==> src/ats_settings.svh <==
// ----------------------------------------
// ATS shaper settings
// Flow count, field widths and saturation limits
// ----------------------------------------

`ifndef ATS_SETTINGS_SVH
`define ATS_SETTINGS_SVH

// Flow table size
`define ATS_FLOW_NUM 16
`define ATS_FLOW_WIDTH 4

// Time in ps, length in bytes
`define ATS_TIMESTAMP_WIDTH 72
`define ATS_LENGTH_WIDTH 16

// Rate inverse (ps per byte) and burst size (bytes)
`define ATS_COMMIT_WIDTH 32

// Saturation bounds for time arithmetic
`define ATS_TIMESTAMP_MAX {`ATS_TIMESTAMP_WIDTH{1'b1}}
`define ATS_TIMESTAMP_MIN {`ATS_TIMESTAMP_WIDTH{1'b0}}

`endif
==> src/ats_pkg.sv <==
// ----------------------------------------
// ATS shaper types
// Vector typedefs, descriptor structs, calculator states
// ----------------------------------------

`default_nettype none

`include "ats_settings.svh"

package ats_pkg;

  typedef logic [`ATS_FLOW_WIDTH-1:0] flow_id_t;
  // Arrival, eligibility, durations and bucket times
  typedef logic [`ATS_TIMESTAMP_WIDTH-1:0] timestamp_t;
  typedef logic [`ATS_LENGTH_WIDTH-1:0] frame_len_t;
  typedef logic [`ATS_COMMIT_WIDTH-1:0] commit_val_t;

  // One frame as seen by the calculator
  typedef struct packed {
    flow_id_t   flow;
    timestamp_t arrival;
    frame_len_t length;
  } frame_desc_t;

  // Per-flow shaping parameters
  typedef struct packed {
    commit_val_t cir_inv;
    commit_val_t cbs;
  } flow_params_t;

  typedef enum logic [2:0] {
    CALC_IDLE,
    CALC_LOAD,
    CALC_SUMS,
    CALC_MAX,
    CALC_DECIDE,
    CALC_OUTPUT
  } calc_state_t;

endpackage

`default_nettype wire

==> src/ats_flow_table.sv <==
// ----------------------------------------
// ATS per-flow table
// Rate and burst parameters plus bucket-empty time per flow
// ----------------------------------------

`timescale 1ns/1ps
`default_nettype none

`include "ats_settings.svh"

module ats_flow_table (
  input  logic                  clk,
  input  logic                  rstn,
  // Configuration write port
  input  logic                  cfg_wen,
  input  ats_pkg::flow_id_t     cfg_flow,
  input  ats_pkg::flow_params_t cfg_params,
  // Calculator read port
  input  logic                  rd_en,
  input  ats_pkg::flow_id_t     rd_flow,
  output ats_pkg::flow_params_t params,
  output ats_pkg::timestamp_t   bucket_empty,
  // Bucket write-back port
  input  logic                  wb_en,
  input  ats_pkg::flow_id_t     wb_flow,
  input  ats_pkg::timestamp_t   wb_bucket_empty
);

  import ats_pkg::*;

  flow_params_t param_mem [`ATS_FLOW_NUM];
  timestamp_t   bucket_mem [`ATS_FLOW_NUM];

  // --------------------------------------
  // Parameter array, written by configuration only
  // --------------------------------------
  always_ff @(posedge clk) begin
    if (!rstn) begin
      for (int i = 0; i < `ATS_FLOW_NUM; i++) begin
        param_mem[i] <= '0;
      end
    end else if (cfg_wen) begin
      param_mem[cfg_flow] <= cfg_params;
    end
  end

  // --------------------------------------
  // Bucket array, written back by the calculator
  // --------------------------------------
  always_ff @(posedge clk) begin
    if (!rstn) begin
      for (int i = 0; i < `ATS_FLOW_NUM; i++) begin
        bucket_mem[i] <= `ATS_TIMESTAMP_MIN;
      end
    end else if (wb_en) begin
      bucket_mem[wb_flow] <= wb_bucket_empty;
    end
  end

  // --------------------------------------
  // Registered read, one cycle latency
  // --------------------------------------
  // Outputs hold between reads so the calculator
  // can use them over several steps
  always_ff @(posedge clk) begin
    if (rd_en) begin
      params       <= param_mem[rd_flow];
      bucket_empty <= bucket_mem[rd_flow];
    end
  end

endmodule

`default_nettype wire

==> config.mk <==
export PLATFORM = sky130hd
export DESIGN_NAME = ats_flow_table
export DESIGN_NICKNAME = d
export VERILOG_FILES = /design/src/ats_pkg.sv /design/src/ats_flow_table.sv
export VERILOG_INCLUDE_DIRS = /design/src
export SDC_FILE = /design/constraint.sdc
export NUM_CORES = 2
export LEC_CHECK = 0
export ABC_AREA = 0
export BUFFER_PORTS_ARGS = -buffer_cell sky130_fd_sc_hd__buf_2
export CAP_MARGIN = 5
export CELL_PAD_IN_SITES_DETAIL_PLACEMENT = 0
export CELL_PAD_IN_SITES_GLOBAL_PLACEMENT = 2
export CORE_MARGIN = 2
export CORE_UTILIZATION = 25
export DETAILED_ROUTE_END_ITERATION = 10
export PLACE_DENSITY_LB_ADDON = 0.1
export SKIP_CTS_REPAIR_TIMING = 1
export SLEW_MARGIN = 10
export SYNTH_ARGS = -nofsm -noshare
export SYNTH_HDL_FRONTEND = slang
export SYNTH_SLANG_ARGS = --single-unit
==> constraint.sdc <==
create_clock -name clk -period 13.1 [get_ports clk]
set_input_delay 2.62 -clock clk [delete_from_list [all_inputs] [get_ports clk]]
set_output_delay 2.62 -clock clk [all_outputs]
set_load 0.005 [all_outputs]
==> metrics.txt <==
metal2 WL=roughly 190 mm; clk_lat worst skew=920 ps; Required @ worst endpoint=between 10000 and 15000 ps; non-filler cells, final=11.94k; vias in the first global route=between 50k and 60k; DR DRC count=0; Fin. Hold Viols=0; commonest non-fill, non-tap cell in the layout=edfxtp_1; post-layout net count=about 6.6k; DP Wirelength=between 200 and 250 mm; critical path buffer and inverter count=4; total power=17.71 mW; placed cell count=11.39k; CP Class=primary input to register; max_cap viols=0; total CTS buffers=between 200 and 300; initial core utilization=0.2507; Net Count, Synth=6343; First-pass DRT Iterations=5; CTS H-tree lvls=5; first-pass GRT wire length=524.2 mm; outcome=finished clean; layout overhead on the synthesized area=16.59%; simple-gate share of the synthesized area=0.1448; peak supply drop=87.98 uV; setup violators final=0; clock-pin slew on the worst setup and hold paths=60 ps; Die Ht=639.2 um; routed len/inst=32.23 um; Final ANT Viol Nets=0; routed wl met3=roughly 16 mm; die width=about 640 um; Post-Synth XOR/XNOR Area=0; CP Launch Type=primary input; CTS tree=yes; Yosys cell types=35; Worst Tran Pin Value=about 1200 ps; most repeated library cell on the critical path=buf_4; post-synthesis sequential area ratio=0.6883; # fillers=39.69k; Longest Clk Path Bufs=4; most frequent cells in the layout=2312 x edfxtp_1, 2191 x and2_1, 494 x mux4_2, 304 x clkbuf_16, 282 x buf_2; Slew Limit Fails=0; Initial DRC Count=4638; adder and majority gate portion of the synthesized area=0; post-synthesis mux area share=0.1206; Post-Syn Instances=just over 6k; antenna violations before repair=119; maximum clock frequency=0.1675 GHz; Clock Sinks=2312; Die ar.=408600 um2; post-layout min period=5971 ps; Worst Path Max Fanout=30; post-synthesis compound-gate area fraction=0.02455; vias=~55k; placement row count=233; IO Port Bufs=288; clk_skew=40.69 ps; core area=402300 um2; Max stage delay cell, worst path=o21ai_4; DR vias/cell=4.587; Hold Path Class=register to register; crit-path cells=buf_4 > buf_4 > nand4_1 > o21ai_4 > buf_4 > buf_4; Final Util=0.2923; leakage power=40.02 nW; gr usage total=0.1866; M1 WL=168.4 mm; Post-Syn Area per Cell=16.30 um2; crit end category=register; FF+latch count, synth=~2.3k; Placer Congestion=roughly 0.71; setup TNS=0 ps; Worst path max stage delay=940 ps; Synth Warn #=0; GRT overflow=0; synthesized area=100900 um2; Ports=289; largest net degree at the start of global routing=approximately 100; Arr. time, crit path=about 6500 ps; top sig layer=met5; share of cells above drive strength 1=0.2149; RSZ-0062 raised after global routing=false; area of the multi-input gates=about 30000 um2; WL final=384.8 mm; slew margin rel.=0.1880; fin crit share=0.4558; dominant combinational cell family by area after synthesis=simple AND/OR/NAND/NOR gates; hold slack=between 700 and 800 ps; pwr/cell area=150.6 nW/um2; delay-heaviest family, CP=buffers and inverters; sequential cell area=69430 um2; clock root buffer=clkbuf_16
==> area by class of cell <==
cell class / count / area share
flip-flops and latches: 2312 / 0.5904
multi-input cells: 3333 / 0.2540
clock buffers: 391 / 0.06746
well taps: 5287 / 0.05625
repair buffers: 453 / 0.02409
clock inverters: 127 / 0.007139
diodes: 32 / 0.0006809
inverters: 2 / 0.00006384
==> layer usage <==
metal  GRT usage  vias to the layer above
met5           0                        -
met4     0.03649                       12
met3     0.02257                      474
met2      0.3258                     1375
met1      0.2489                    29420
li1            -                    23480
==> cell families after synthesis <==
| family | Yosys count |
|---|---|
| muxes | 594 |
| DFF | 2312 |
| and+or+nand+nor | 2391 |
| buffers and inverters | 545 |
| AOI/OAI and AO/OA | 348 |
==> worst reg2reg max path, stage by stage, from the launching register on <==
cell	delay, ps
edfxtp_1	390
mux4_2	450
and2_1	160
a211oi_1	420
a21oi_1	330
==> cells in the mapped netlist <==
| cell type | n | area (um2) |
|---|---|---|
| edfxtp_1 | 2312 | 69430 |
| and2_1 | 2193 | 13720 |
| mux4_2 | 494 | 11130 |
| clkbuf_1 | 422 | 1584 |
| a22oi_1 | 210 | 1577 |
| nand2_1 | 108 | 405.4 |
| buf_2 | 84 | 420.4 |
| mux2i_1 | 73 | 730.7 |
| nor2_1 | 33 | 123.9 |
| o22ai_1 | 33 | 206.5 |
| a21oi_1 | 30 | 150.1 |
| o21ai_0 | 29 | 145.1 |
| mux2_2 | 27 | 304.0 |
| buf_1 | 26 | 97.59 |
| a211oi_1 | 17 | 127.6 |
| nand2b_1 | 17 | 106.4 |
| nor3_1 | 17 | 85.08 |
| a221o_1 | 13 | 130.1 |
| a22o_1 | 13 | 113.9 |
| buf_4 | 9 | 67.56 |
| nor2b_1 | 6 | 37.54 |
| nand4b_1 | 4 | 35.03 |
| nor3_2 | 4 | 40.04 |
| buf_6 | 2 | 22.52 |
| nand3_1 | 2 | 10.01 |
| nand4_1 | 2 | 12.51 |
| or3_1 | 2 | 12.51 |
| a2111oi_0 | 1 | 8.760 |
| a211o_1 | 1 | 8.760 |
| and2_0 | 1 | 6.260 |
| inv_1 | 1 | 3.750 |
| inv_2 | 1 | 3.750 |
| nor2_2 | 1 | 6.260 |
| o32ai_1 | 1 | 8.760 |
| or2_2 | 1 | 6.260 |
==> path summary, 6_finish.rpt <==
| kind | startpoint | end | slack (ps) | cells past startpoint |
|---|---|---|---|---|
| setup / recovery | rstn | bucket_mem[14][70] | 7130 | 6 |
| hold / removal | param_mem[15][57] | params[57] | 740 | 3 |
| hold reg to reg | param_mem[15][57] | params[57] | 740 | 3 |
| setup reg to reg | param_mem[3][0] | params[0] | 10970 | 4 |
==> report_power, final <==
group          leakage (nW)  total, mW  switching (mW)  internal [mW]
clock                  4.29       7.70            3.30           4.40
combinational          13.6       1.26           0.831          0.429
sequential             22.1       8.75           0.150           8.60
total                  40.0       17.7            4.28           13.4
==> through the flow <==
step	cell area (um2)	setup slack, ps
final	117600	7129
after global placement	108700	6140
after global routing	117500	7015
after floorplan	100900	4283
after CTS	117500	7061
after detailed placement	108700	6118
==> state kept, by name, summed over array words and instances, names as in the netlist <==
signal        cells
bucket_mem     1152
param_mem      1024
bucket_empty     72
params           64
(Power assumes the default switching activity.)
