`config.mk`:
```
export PLATFORM = sky130hd
export DESIGN_NAME = ats_frame_collector
export DESIGN_NICKNAME = d
export VERILOG_FILES = /design/src/ats_pkg.sv /design/src/ats_frame_collector.sv
export VERILOG_INCLUDE_DIRS = /design/src
export SDC_FILE = /design/constraint.sdc
export NUM_CORES = 1
export LEC_CHECK = 0
export BUFFER_PORTS_ARGS = -buffer_cell sky130_fd_sc_hd__buf_2
export CORE_UTILIZATION = 45
export DETAILED_ROUTE_END_ITERATION = 7
export PLACE_DENSITY = 0.95
export SLEW_MARGIN = 20
export SYNTH_ARGS = -nofsm -noshare
export SYNTH_HDL_FRONTEND = slang
export SYNTH_SLANG_ARGS = --single-unit
```
`constraint.sdc`:
```
create_clock -name clk -period 8.1 [get_ports clk]
set_clock_uncertainty 0.1 [all_clocks]
set_input_delay 1.62 -clock clk [delete_from_list [all_inputs] [get_ports clk]]
set_output_delay 1.62 -clock clk [all_outputs]
set_load 0.02 [all_outputs]
```
`src/ats_settings.svh`:
```
// ----------------------------------------
// ATS shaper settings
// Flow count, field widths and saturation limits
// ----------------------------------------

`ifndef ATS_SETTINGS_SVH
`define ATS_SETTINGS_SVH

// Flow table size
`define ATS_FLOW_NUM 16
`define ATS_FLOW_WIDTH 4

// Time in ps, length in bytes
`define ATS_TIMESTAMP_WIDTH 72
`define ATS_LENGTH_WIDTH 16

// Rate inverse (ps per byte) and burst size (bytes)
`define ATS_COMMIT_WIDTH 32

// Saturation bounds for time arithmetic
`define ATS_TIMESTAMP_MAX {`ATS_TIMESTAMP_WIDTH{1'b1}}
`define ATS_TIMESTAMP_MIN {`ATS_TIMESTAMP_WIDTH{1'b0}}

`endif
```
`src/ats_pkg.sv`:
```
// ----------------------------------------
// ATS shaper types
// Vector typedefs, descriptor structs, calculator states
// ----------------------------------------

`default_nettype none

`include "ats_settings.svh"

package ats_pkg;

  typedef logic [`ATS_FLOW_WIDTH-1:0] flow_id_t;
  // Arrival, eligibility, durations and bucket times
  typedef logic [`ATS_TIMESTAMP_WIDTH-1:0] timestamp_t;
  typedef logic [`ATS_LENGTH_WIDTH-1:0] frame_len_t;
  typedef logic [`ATS_COMMIT_WIDTH-1:0] commit_val_t;

  // One frame as seen by the calculator
  typedef struct packed {
    flow_id_t   flow;
    timestamp_t arrival;
    frame_len_t length;
  } frame_desc_t;

  // Per-flow shaping parameters
  typedef struct packed {
    commit_val_t cir_inv;
    commit_val_t cbs;
  } flow_params_t;

  typedef enum logic [2:0] {
    CALC_IDLE,
    CALC_LOAD,
    CALC_SUMS,
    CALC_MAX,
    CALC_DECIDE,
    CALC_OUTPUT
  } calc_state_t;

endpackage

`default_nettype wire

```
`src/ats_frame_collector.sv`:
```
// ----------------------------------------
// ATS frame descriptor collector
// Takes flow, arrival and length in order, holds one descriptor
// ----------------------------------------

`timescale 1ns/1ps
`default_nettype none

module ats_frame_collector (
  input  logic                 clk,
  input  logic                 rstn,
  input  ats_pkg::flow_id_t    flow_data,
  input  logic                 flow_valid,
  output logic                 flow_ready,
  input  ats_pkg::timestamp_t  arrival_data,
  input  logic                 arrival_valid,
  output logic                 arrival_ready,
  input  ats_pkg::frame_len_t  length_data,
  input  logic                 length_valid,
  output logic                 length_ready,
  output ats_pkg::frame_desc_t desc,
  output logic                 desc_valid,
  input  logic                 desc_take
);

  typedef enum logic [1:0] {
    COL_FLOW,
    COL_ARRIVAL,
    COL_LENGTH,
    COL_HOLD
  } col_state_t;

  col_state_t state;
  logic       flow_xfer;
  logic       arrival_xfer;
  logic       length_xfer;

  // One stream ready at a time
  assign flow_ready    = (state == COL_FLOW);
  assign arrival_ready = (state == COL_ARRIVAL);
  assign length_ready  = (state == COL_LENGTH);
  assign desc_valid    = (state == COL_HOLD);

  assign flow_xfer    = flow_valid && flow_ready;
  assign arrival_xfer = arrival_valid && arrival_ready;
  assign length_xfer  = length_valid && length_ready;

  always_ff @(posedge clk) begin
    if (!rstn) begin
      state <= COL_FLOW;
    end else begin
      case (state)
        COL_FLOW:    if (flow_xfer) state <= COL_ARRIVAL;
        COL_ARRIVAL: if (arrival_xfer) state <= COL_LENGTH;
        COL_LENGTH:  if (length_xfer) state <= COL_HOLD;
        // Released as soon as the calculator latches it
        COL_HOLD:    if (desc_take) state <= COL_FLOW;
        default:     state <= COL_FLOW;
      endcase
    end
  end

  // Descriptor fields, each written on its own transfer
  always_ff @(posedge clk) begin
    if (flow_xfer) begin
      desc.flow <= flow_data;
    end
    if (arrival_xfer) begin
      desc.arrival <= arrival_data;
    end
    if (length_xfer) begin
      desc.length <= length_data;
    end
  end

endmodule

`default_nettype wire

```
==> results of run 1 <==
-- kinds of logic (layout without fill, tap and decap cells) --
kind of cell | after synthesis | after routing | synth area share [%]
buffers and inverters | 3 | 212 | 0.379
muxes | 2 | 2 | 0.673
DFF | 94 | 94 | 94.2
AOI/OAI and AO/OA | 2 | 2 | 1.09
other | 0 | 2 | 0
and+or+nand+nor | 9 | 9 | 1.94
adders and majority gates | 4 | 4 | 1.68
-- power by group through the flow --
| stage | Sequential, mW | Combinational, mW | Clock [mW] |
|---|---|---|---|
| floorplan | 0.739 | 0.0800 | 0 |
| global placement | 0.652 | 0.257 | 0 |
| detailed placement | 0.657 | 0.266 | 0 |
| CTS | 0.647 | 0.268 | 0.281 |
| global route | 0.652 | 0.281 | 0.298 |
| finish | 0.646 | 0.265 | 0.275 |
-- cell usage in the layout (no fill, tap or decap) --
master | Yosys | routed
and2_2 | 1 | 1
clkinv_4 | 0 | 2
a2111oi_4 | 1 | 1
nor2b_4 | 1 | 1
clkinv_1 | 0 | 1
o21ai_0 | 1 | 1
and2_1 | 2 | 1
diode_2 | 0 | 2
inv_1 | 3 | 3
clkinvlp_4 | 0 | 1
ha_1 | 4 | 4
dfxtp_1 | 2 | 2
inv_6 | 0 | 2
and2_4 | 0 | 1
clkbuf_8 | 0 | 9
nor2b_1 | 2 | 2
edfxtp_1 | 92 | 92
clkbuf_1 | 0 | 1
nand2_1 | 3 | 3
mux2i_1 | 2 | 2
buf_2 | 0 | 193
-- layer usage --
layer  track usage (%)  vias to the layer above  part of all wire [%]
li1                  -                      857                     -
met1              17.7                      866                    33
met2              33.1                      118                    51
met3              9.94                       21                    12
met4              11.8                        2                   2.8
met5                 0                        -                  0.19
-- sequential cells by signal (all words and copies together) (netlist names) --
| name | count |
|---|---|
| desc | 92 |
| state | 2 |
-- through the flow --
step	cell area (µm²)	worst slack [ns]	util (%)
final	4220	5.12	66.4
after global routing	4220	5.06	66.4
after CTS	4210	5.10	66.3
after detailed placement	4040	5.11	63.6
after global placement	4040	5.18	63.6
after floorplan	2970	4.26	-
-- path summary, 6_finish.rpt --
| path | startpoint | endpoint | slack [ns] |
|---|---|---|---|
| worst max register to register | state[1]$_SDFFE_PN0P_ | desc[84]$_DFFE_PP_ | 6.16 |
| worst min register to register | state[0]$_SDFFE_PN0P_ | state[0]$_SDFFE_PN0P_ | 0.42 |
| worst min-delay path | state[0]$_SDFFE_PN0P_ | state[0]$_SDFFE_PN0P_ | 0.42 |
| worst max-delay path | state[0]$_SDFFE_PN0P_ | length_ready | 5.12 |
-- cells in the mapped netlist (all sizes together) --
master | n | area share, %
nor2b | 3 | 0.88
inv | 3 | 0.38
ha | 4 | 1.7
mux2i | 2 | 0.67
o21ai | 1 | 0.17
a2111oi | 1 | 0.93
and2 | 3 | 0.67
dfxtp | 2 | 1.3
nand2 | 3 | 0.38
edfxtp | 92 | 93
-- worst register-to-register path: cells and delay by family, from the launching register on --
kind	cells	cell delay (ns)
simple gates	1	0.74
flops	1	0.36
fa+ha+maj	1	0.20
buf+inv	1	0.10
-- layout make-up --
| type | count | area (µm²) | area share, % |
|---|---|---|---|
| clock buffers | 10 | 128 | 3.03 |
| repair buffers | 193 | 966 | 22.9 |
| multi-input cells | 17 | 163 | 3.86 |
| clock inverters | 6 | 46.3 | 1.10 |
| diodes | 2 | 5.00 | 0.119 |
| inverters | 3 | 11.3 | 0.267 |
| flip-flops and latches | 94 | 2800 | 66.4 |
| well taps | 77 | 96.3 | 2.28 |
==> results.ini, run 1 <==
[layout]
fill_cells = 454
area_growth_pct = 41.8
layout.nets = 420
layoutNonFillerInstCount = 402
layout-drive-gt1-share_pct = 65.3

[pwr]
power.total_mw = 1.19
sequentialPowerShare_pct = 54.4
p_clk_share_pct = 23.2
p_int_uw = 824
comb_power_share_pct = 22.4
swShare_pct = 30.6
p_switching_uw = 363
p_leak_nw = 1.79
power_density_mw_per_mm2 = 281
vdd_drop_max_v = 0.000280

[floorplan]
die_x_um = 83.3
design.core.area_mm2 = 0.00635
die_area_mm2 = 0.00694
ios = 194
row_count = 29
fp.dieH_um = 83.3
start_util_pct = 46.8

[global_route]
grt_max_degree = 73
grt-ovfl-total = 0
grt_pass1_wl_um = 9600
antenna_found_initial = 3
grt_usage_pct = 19.2
grt_pass1_vias = 1913

[place]
hpwl_um = 5160
dp.cells = 384
place_congestion = 0.784
io_buffers = 193

[clock_network]
cts.repair.resized = 0
clock_sinks = 94
hold_buffers = 0
cts_max_path_buffers = 2
clkLatencyLatePin_ns = 0.36
numCtsBuffers = 9
postCtsSetupBuffers = 0
h-tree-depth = 3
cts-root-buf = clkbuf_8
clk_pin_slew_ns = 0.10
cts_tree = yes

[worst_hold_path]
hold_path.class = reg2reg
min_path_cells = 2

[detailed_routing]
drtPass1Iterations = 4
dr_total_vias = 1864
drtIter0Drc = 62
avgViaCountPerCell = 4.64
routed_wirelength_um = 6790
ant_nets = 0
wire_per_inst_um = 16.9
drc = 0

[worst_setup_path]
reg2reg_depth = 3
cp.arrival_ns = 1.26
crit_path_cell_trace = inv_1 > ha_1 > buf_2
cp_max_fo = 4
worst_setup_path_end_kind = output port
critPathRequiredTime_ns = 6.38
cp_num_buf_inv = 2
crit_path_top_delay_cell = dfxtp_1
crit_type = reg2out
worstSetupStartpointType = flip-flop
critical-path-top-delay-family = flip-flops
max_stage_delay_ns = 0.40
cp.depth = 3

[synthesis]
synthesis.nets = 216
ys_seq_area_share_pct = 94.2
yosysWarnings = 0
synthCells = 114
syn_area_mm2 = 0.00297
ys_ff_latch = 94
yosys.cell_types.count = 12
syn_avg_cell_area_um2 = 26.1

[flow_run]
maxCapViolCount = 0

[sta]
rsz0062_at_grt = false
slew_headroom_pct = 37.7
period_needed_ns = 2.98
tightest_slew_ns = 0.934
max_freq_mhz = 335
maxSlewViolCount = 0
fin_crit_sh_pct = 36.8
fin_hold_ws_ns = 0.422
hold_violations = 0
setup_viol = 0
tns_ns = 0

[outcome]
status = finished clean

Power figures use the tool's default switching activity.
==> inputs of run 2 (changes only) <==
--- a/config.mk
+++ b/config.mk
@@ -7,9 +7,9 @@
 export NUM_CORES = 1
 export LEC_CHECK = 0
 export BUFFER_PORTS_ARGS = -buffer_cell sky130_fd_sc_hd__buf_2
-export CORE_UTILIZATION = 45
+export CORE_UTILIZATION = 37
 export DETAILED_ROUTE_END_ITERATION = 7
-export PLACE_DENSITY = 0.95
+export PLACE_DENSITY = 0.86
 export SLEW_MARGIN = 20
 export SYNTH_ARGS = -nofsm -noshare
 export SYNTH_HDL_FRONTEND = slang
==> constraint.sdc (replaced) <==
create_clock -name clk -period 2.4 [get_ports clk]
set_clock_uncertainty 0.1 [all_clocks]
set_input_delay 0.48 -clock clk [delete_from_list [all_inputs] [get_ports clk]]
set_output_delay 0.48 -clock clk [all_outputs]
set_load 0.02 [all_outputs]
==> run 2 against run 1 <==
Hold slack lost 0.23 ns. Sequential cell count is the same. Global-route usage shrank 5.0 points. Critical path depth is the same. Clock-buffer cell count is the same. Sequential share of layout area shrank 1.1 points. Routed wire length shrank 14%. Combinational power grew to 3.4 times the previous value. Non-clock buffer count grew 1. Register-to-register slack lost 5.5 ns. Design area grew 1.7%. Utilization shrank 11 points. Critical path type unchanged. Largest power group unchanged.
==> results.ini, run 2 (synthesized netlist as in run 1, its figures left out) <==
[layout]
fill_cells = 636  ; was 454
layout.nets = 421  ; was 420
largest_register_ffs = 92  ; unchanged
final_common_cell = buf_2  ; unchanged
final_cell_mix = 193 x buf_2, 92 x edfxtp_1, 9 x clkbuf_8, 4 x ha_1  ; unchanged
area_growth_pct = 44.2  ; was 41.8%
regMostFlops = desc  ; unchanged
layoutNonFillerInstCount = 426  ; was 402
top_regs = desc x92, state x2  ; unchanged
utilization_pct = 55.2  ; was 66.4%
layout-drive-gt1-share_pct = 65.7  ; was 65.3%
diodes = 0  ; was 2

[sta]
slew_headroom_pct = 77.1  ; was 37.7%
rsz0062_at_grt = false  ; unchanged
fin_hold_ws_ns = 0.197  ; was 0.422 ns
fin_crit_sh_pct = 75.3
maxSlewViolCount = 0  ; unchanged
hold_violations = 0  ; unchanged
setup_viol = 0  ; unchanged
tns_ns = 0  ; unchanged
max_freq_mhz = 554
tightest_slew_ns = 0.343  ; was 0.934 ns
period_needed_ns = 1.81

[detailed_routing]
wl_met1_um = 2140  ; was 2260 µm
ant_nets = 0  ; unchanged
dr_total_vias = 1801  ; was 1,864
wire_per_inst_um = 13.8  ; was 16.9 µm
dr_wl_met3_um = 700  ; was 841 µm
routed_wirelength_um = 5870  ; was 6790 µm
avgViaCountPerCell = 4.23  ; was 4.64
drc = 0  ; unchanged
drtIter0Drc = 31  ; was 62
drtPass1Iterations = 4  ; unchanged
top_layer = met4  ; was met5
wl_met2_um = 2930  ; was 3490 µm

[clock_network]
postCtsSetupBuffers = 0  ; unchanged
cts-root-buf = clkbuf_8  ; unchanged
hold_buffers = 0  ; unchanged
clk_pin_slew_ns = 0.09  ; was 0.10 ns
clkLatencyLatePin_ns = 0.34  ; was 0.36 ns
clock_sinks = 94  ; unchanged
h-tree-depth = 3  ; unchanged
cts.repair.resized = 0  ; unchanged
cts_max_path_buffers = 2  ; unchanged
numCtsBuffers = 9  ; unchanged
cts_tree = yes  ; unchanged

[place]
place_congestion = 0.717  ; was 0.784
hpwl_um = 4610  ; was 5160 µm
io_buffers = 193  ; unchanged
dp.cells = 410  ; was 384

[floorplan]
row_count = 32  ; was 29
start_util_pct = 38.3  ; was 46.8%
ios = 194  ; unchanged
design.core.area_mm2 = 0.00777  ; was 0.00635 mm²
die_x_um = 91.7  ; was 83.3 µm
die_area_mm2 = 0.00840  ; was 0.00694 mm²
fp.dieH_um = 91.7  ; was 83.3 µm

[worst_setup_path]
crit_path_end = length_ready  ; unchanged
crit_type = reg2out  ; unchanged
worst_setup_path_end_kind = output port  ; unchanged
cp.arrival_ns = 1.23  ; was 1.26 ns
reg2reg_depth = 4  ; was 3
regToRegStartpoint = state[1]$_SDFFE_PN0P_  ; unchanged
critPathLaunch = state[0]$_SDFFE_PN0P_  ; unchanged
reg2reg_slack_ns = 0.68  ; was 6.16 ns
critPathRequiredTime_ns = 1.82  ; was 6.38 ns
worstSetupStartpointType = flip-flop  ; unchanged
r2r_end = desc[66]$_DFFE_PP_  ; was desc[84]$_DFFE_PP_
cp_max_fo = 4  ; unchanged

[pwr]
swShare_pct = 29.0  ; was 30.6%
comb_power_share_pct = 22.1  ; was 22.4%
p_leak_nw = 1.80  ; was 1.79 nW
vdd_drop_max_v = 0.000474  ; was 0.000280 V
p_clk_share_pct = 24.8  ; was 23.2%
power_density_mw_per_mm2 = 950  ; was 281 mW/mm²
power.total_mw = 4.07  ; was 1.19 mW
p_switching_mw = 1.18  ; was 363 µW
p_int_mw = 2.89  ; was 824 µW
sequentialPowerShare_pct = 53.1  ; was 54.4%

[global_route]
grt_pass1_wl_um = 8580  ; was 9600 µm
antenna_found_initial = 0  ; was 3
grt-ovfl-total = 0  ; unchanged
grt_usage_pct = 14.2  ; was 19.2%
grt_max_degree = 53  ; was 73
grt_pass1_vias = 1812  ; was 1,913

[flow_run]
maxCapViolCount = 0  ; unchanged

[outcome]
status = finished clean  ; unchanged

[worst_hold_path]
hp-start = arrival_data[49]  ; was state[0]$_SDFFE_PN0P_
hold_path.class = in2reg  ; was reg2reg

run 2: cell types whose count changed in the layout (fill, tap and decap cells not counted):
cell        delta
clkinv_1       -1
clkinvlp_4     +2
diode_2        -2
inv_6          -1
buf_12         +1
clkinv_4       -1
bufinv_16      +1
run 2: how the worst min path moves through the flow:
stage / end / slack (ns) / cells past startpoint
floorplan: state[1]$_SDFFE_PN0P_ / 0.37 / 2
global placement: state[1]$_SDFFE_PN0P_ / 0.38 / 2
detailed placement: state[0]$_SDFFE_PN0P_ / 0.39 / 2
CTS: desc[47]$_DFFE_PP_ / 0.17 / 1
global route: desc[51]$_DFFE_PP_ / 0.16 / 1
finish: desc[65]$_DFFE_PP_ / 0.20 / 1
run 2: cell type report:
class / count / area, µm² / area share, %
well taps: 102 / 128 / 2.98
clock buffers: 10 / 128 / 2.98
inverters: 3 / 11.3 / 0.263
repair buffers: 194 / 986 / 23.0
clock inverters: 6 / 70.1 / 1.63
flip-flops and latches: 94 / 2800 / 65.4
multi-input cells: 17 / 163 / 3.79
run 2: critical path, cell delays in order, from the launching register on:
cell,delay (ns)
dfxtp_1,0.38
inv_1,0.08
ha_1,0.25
buf_2,0.17
run 2: power by group through the flow:
| stage | Combinational [mW] | Sequential, mW | Clock, mW |
|---|---|---|---|
| after floorplan | 0.271 | 2.49 | 0 |
| after global placement | 0.890 | 2.20 | 0 |
| after detailed placement | 0.913 | 2.21 | 0 |
| after CTS | 0.916 | 2.17 | 1.05 |
| after global routing | 0.966 | 2.19 | 1.11 |
| final | 0.901 | 2.16 | 1.01 |
run 2: metal layers:
metal / track usage (%) / vias up
met2: 24.9 / 127
li1: - / 856
met3: 7.13 / 9
met4: 5.56 / 0
met5: 0 / -
met1: 14.4 / 809
run 2: stage by stage:
step	instance area, µm²	setup slack (ns)
final	4290	0.594
after global routing	4290	0.494
after CTS	4290	0.562
after detailed placement	4090	0.682
after global placement	4090	0.742
after floorplan	2980	0.231
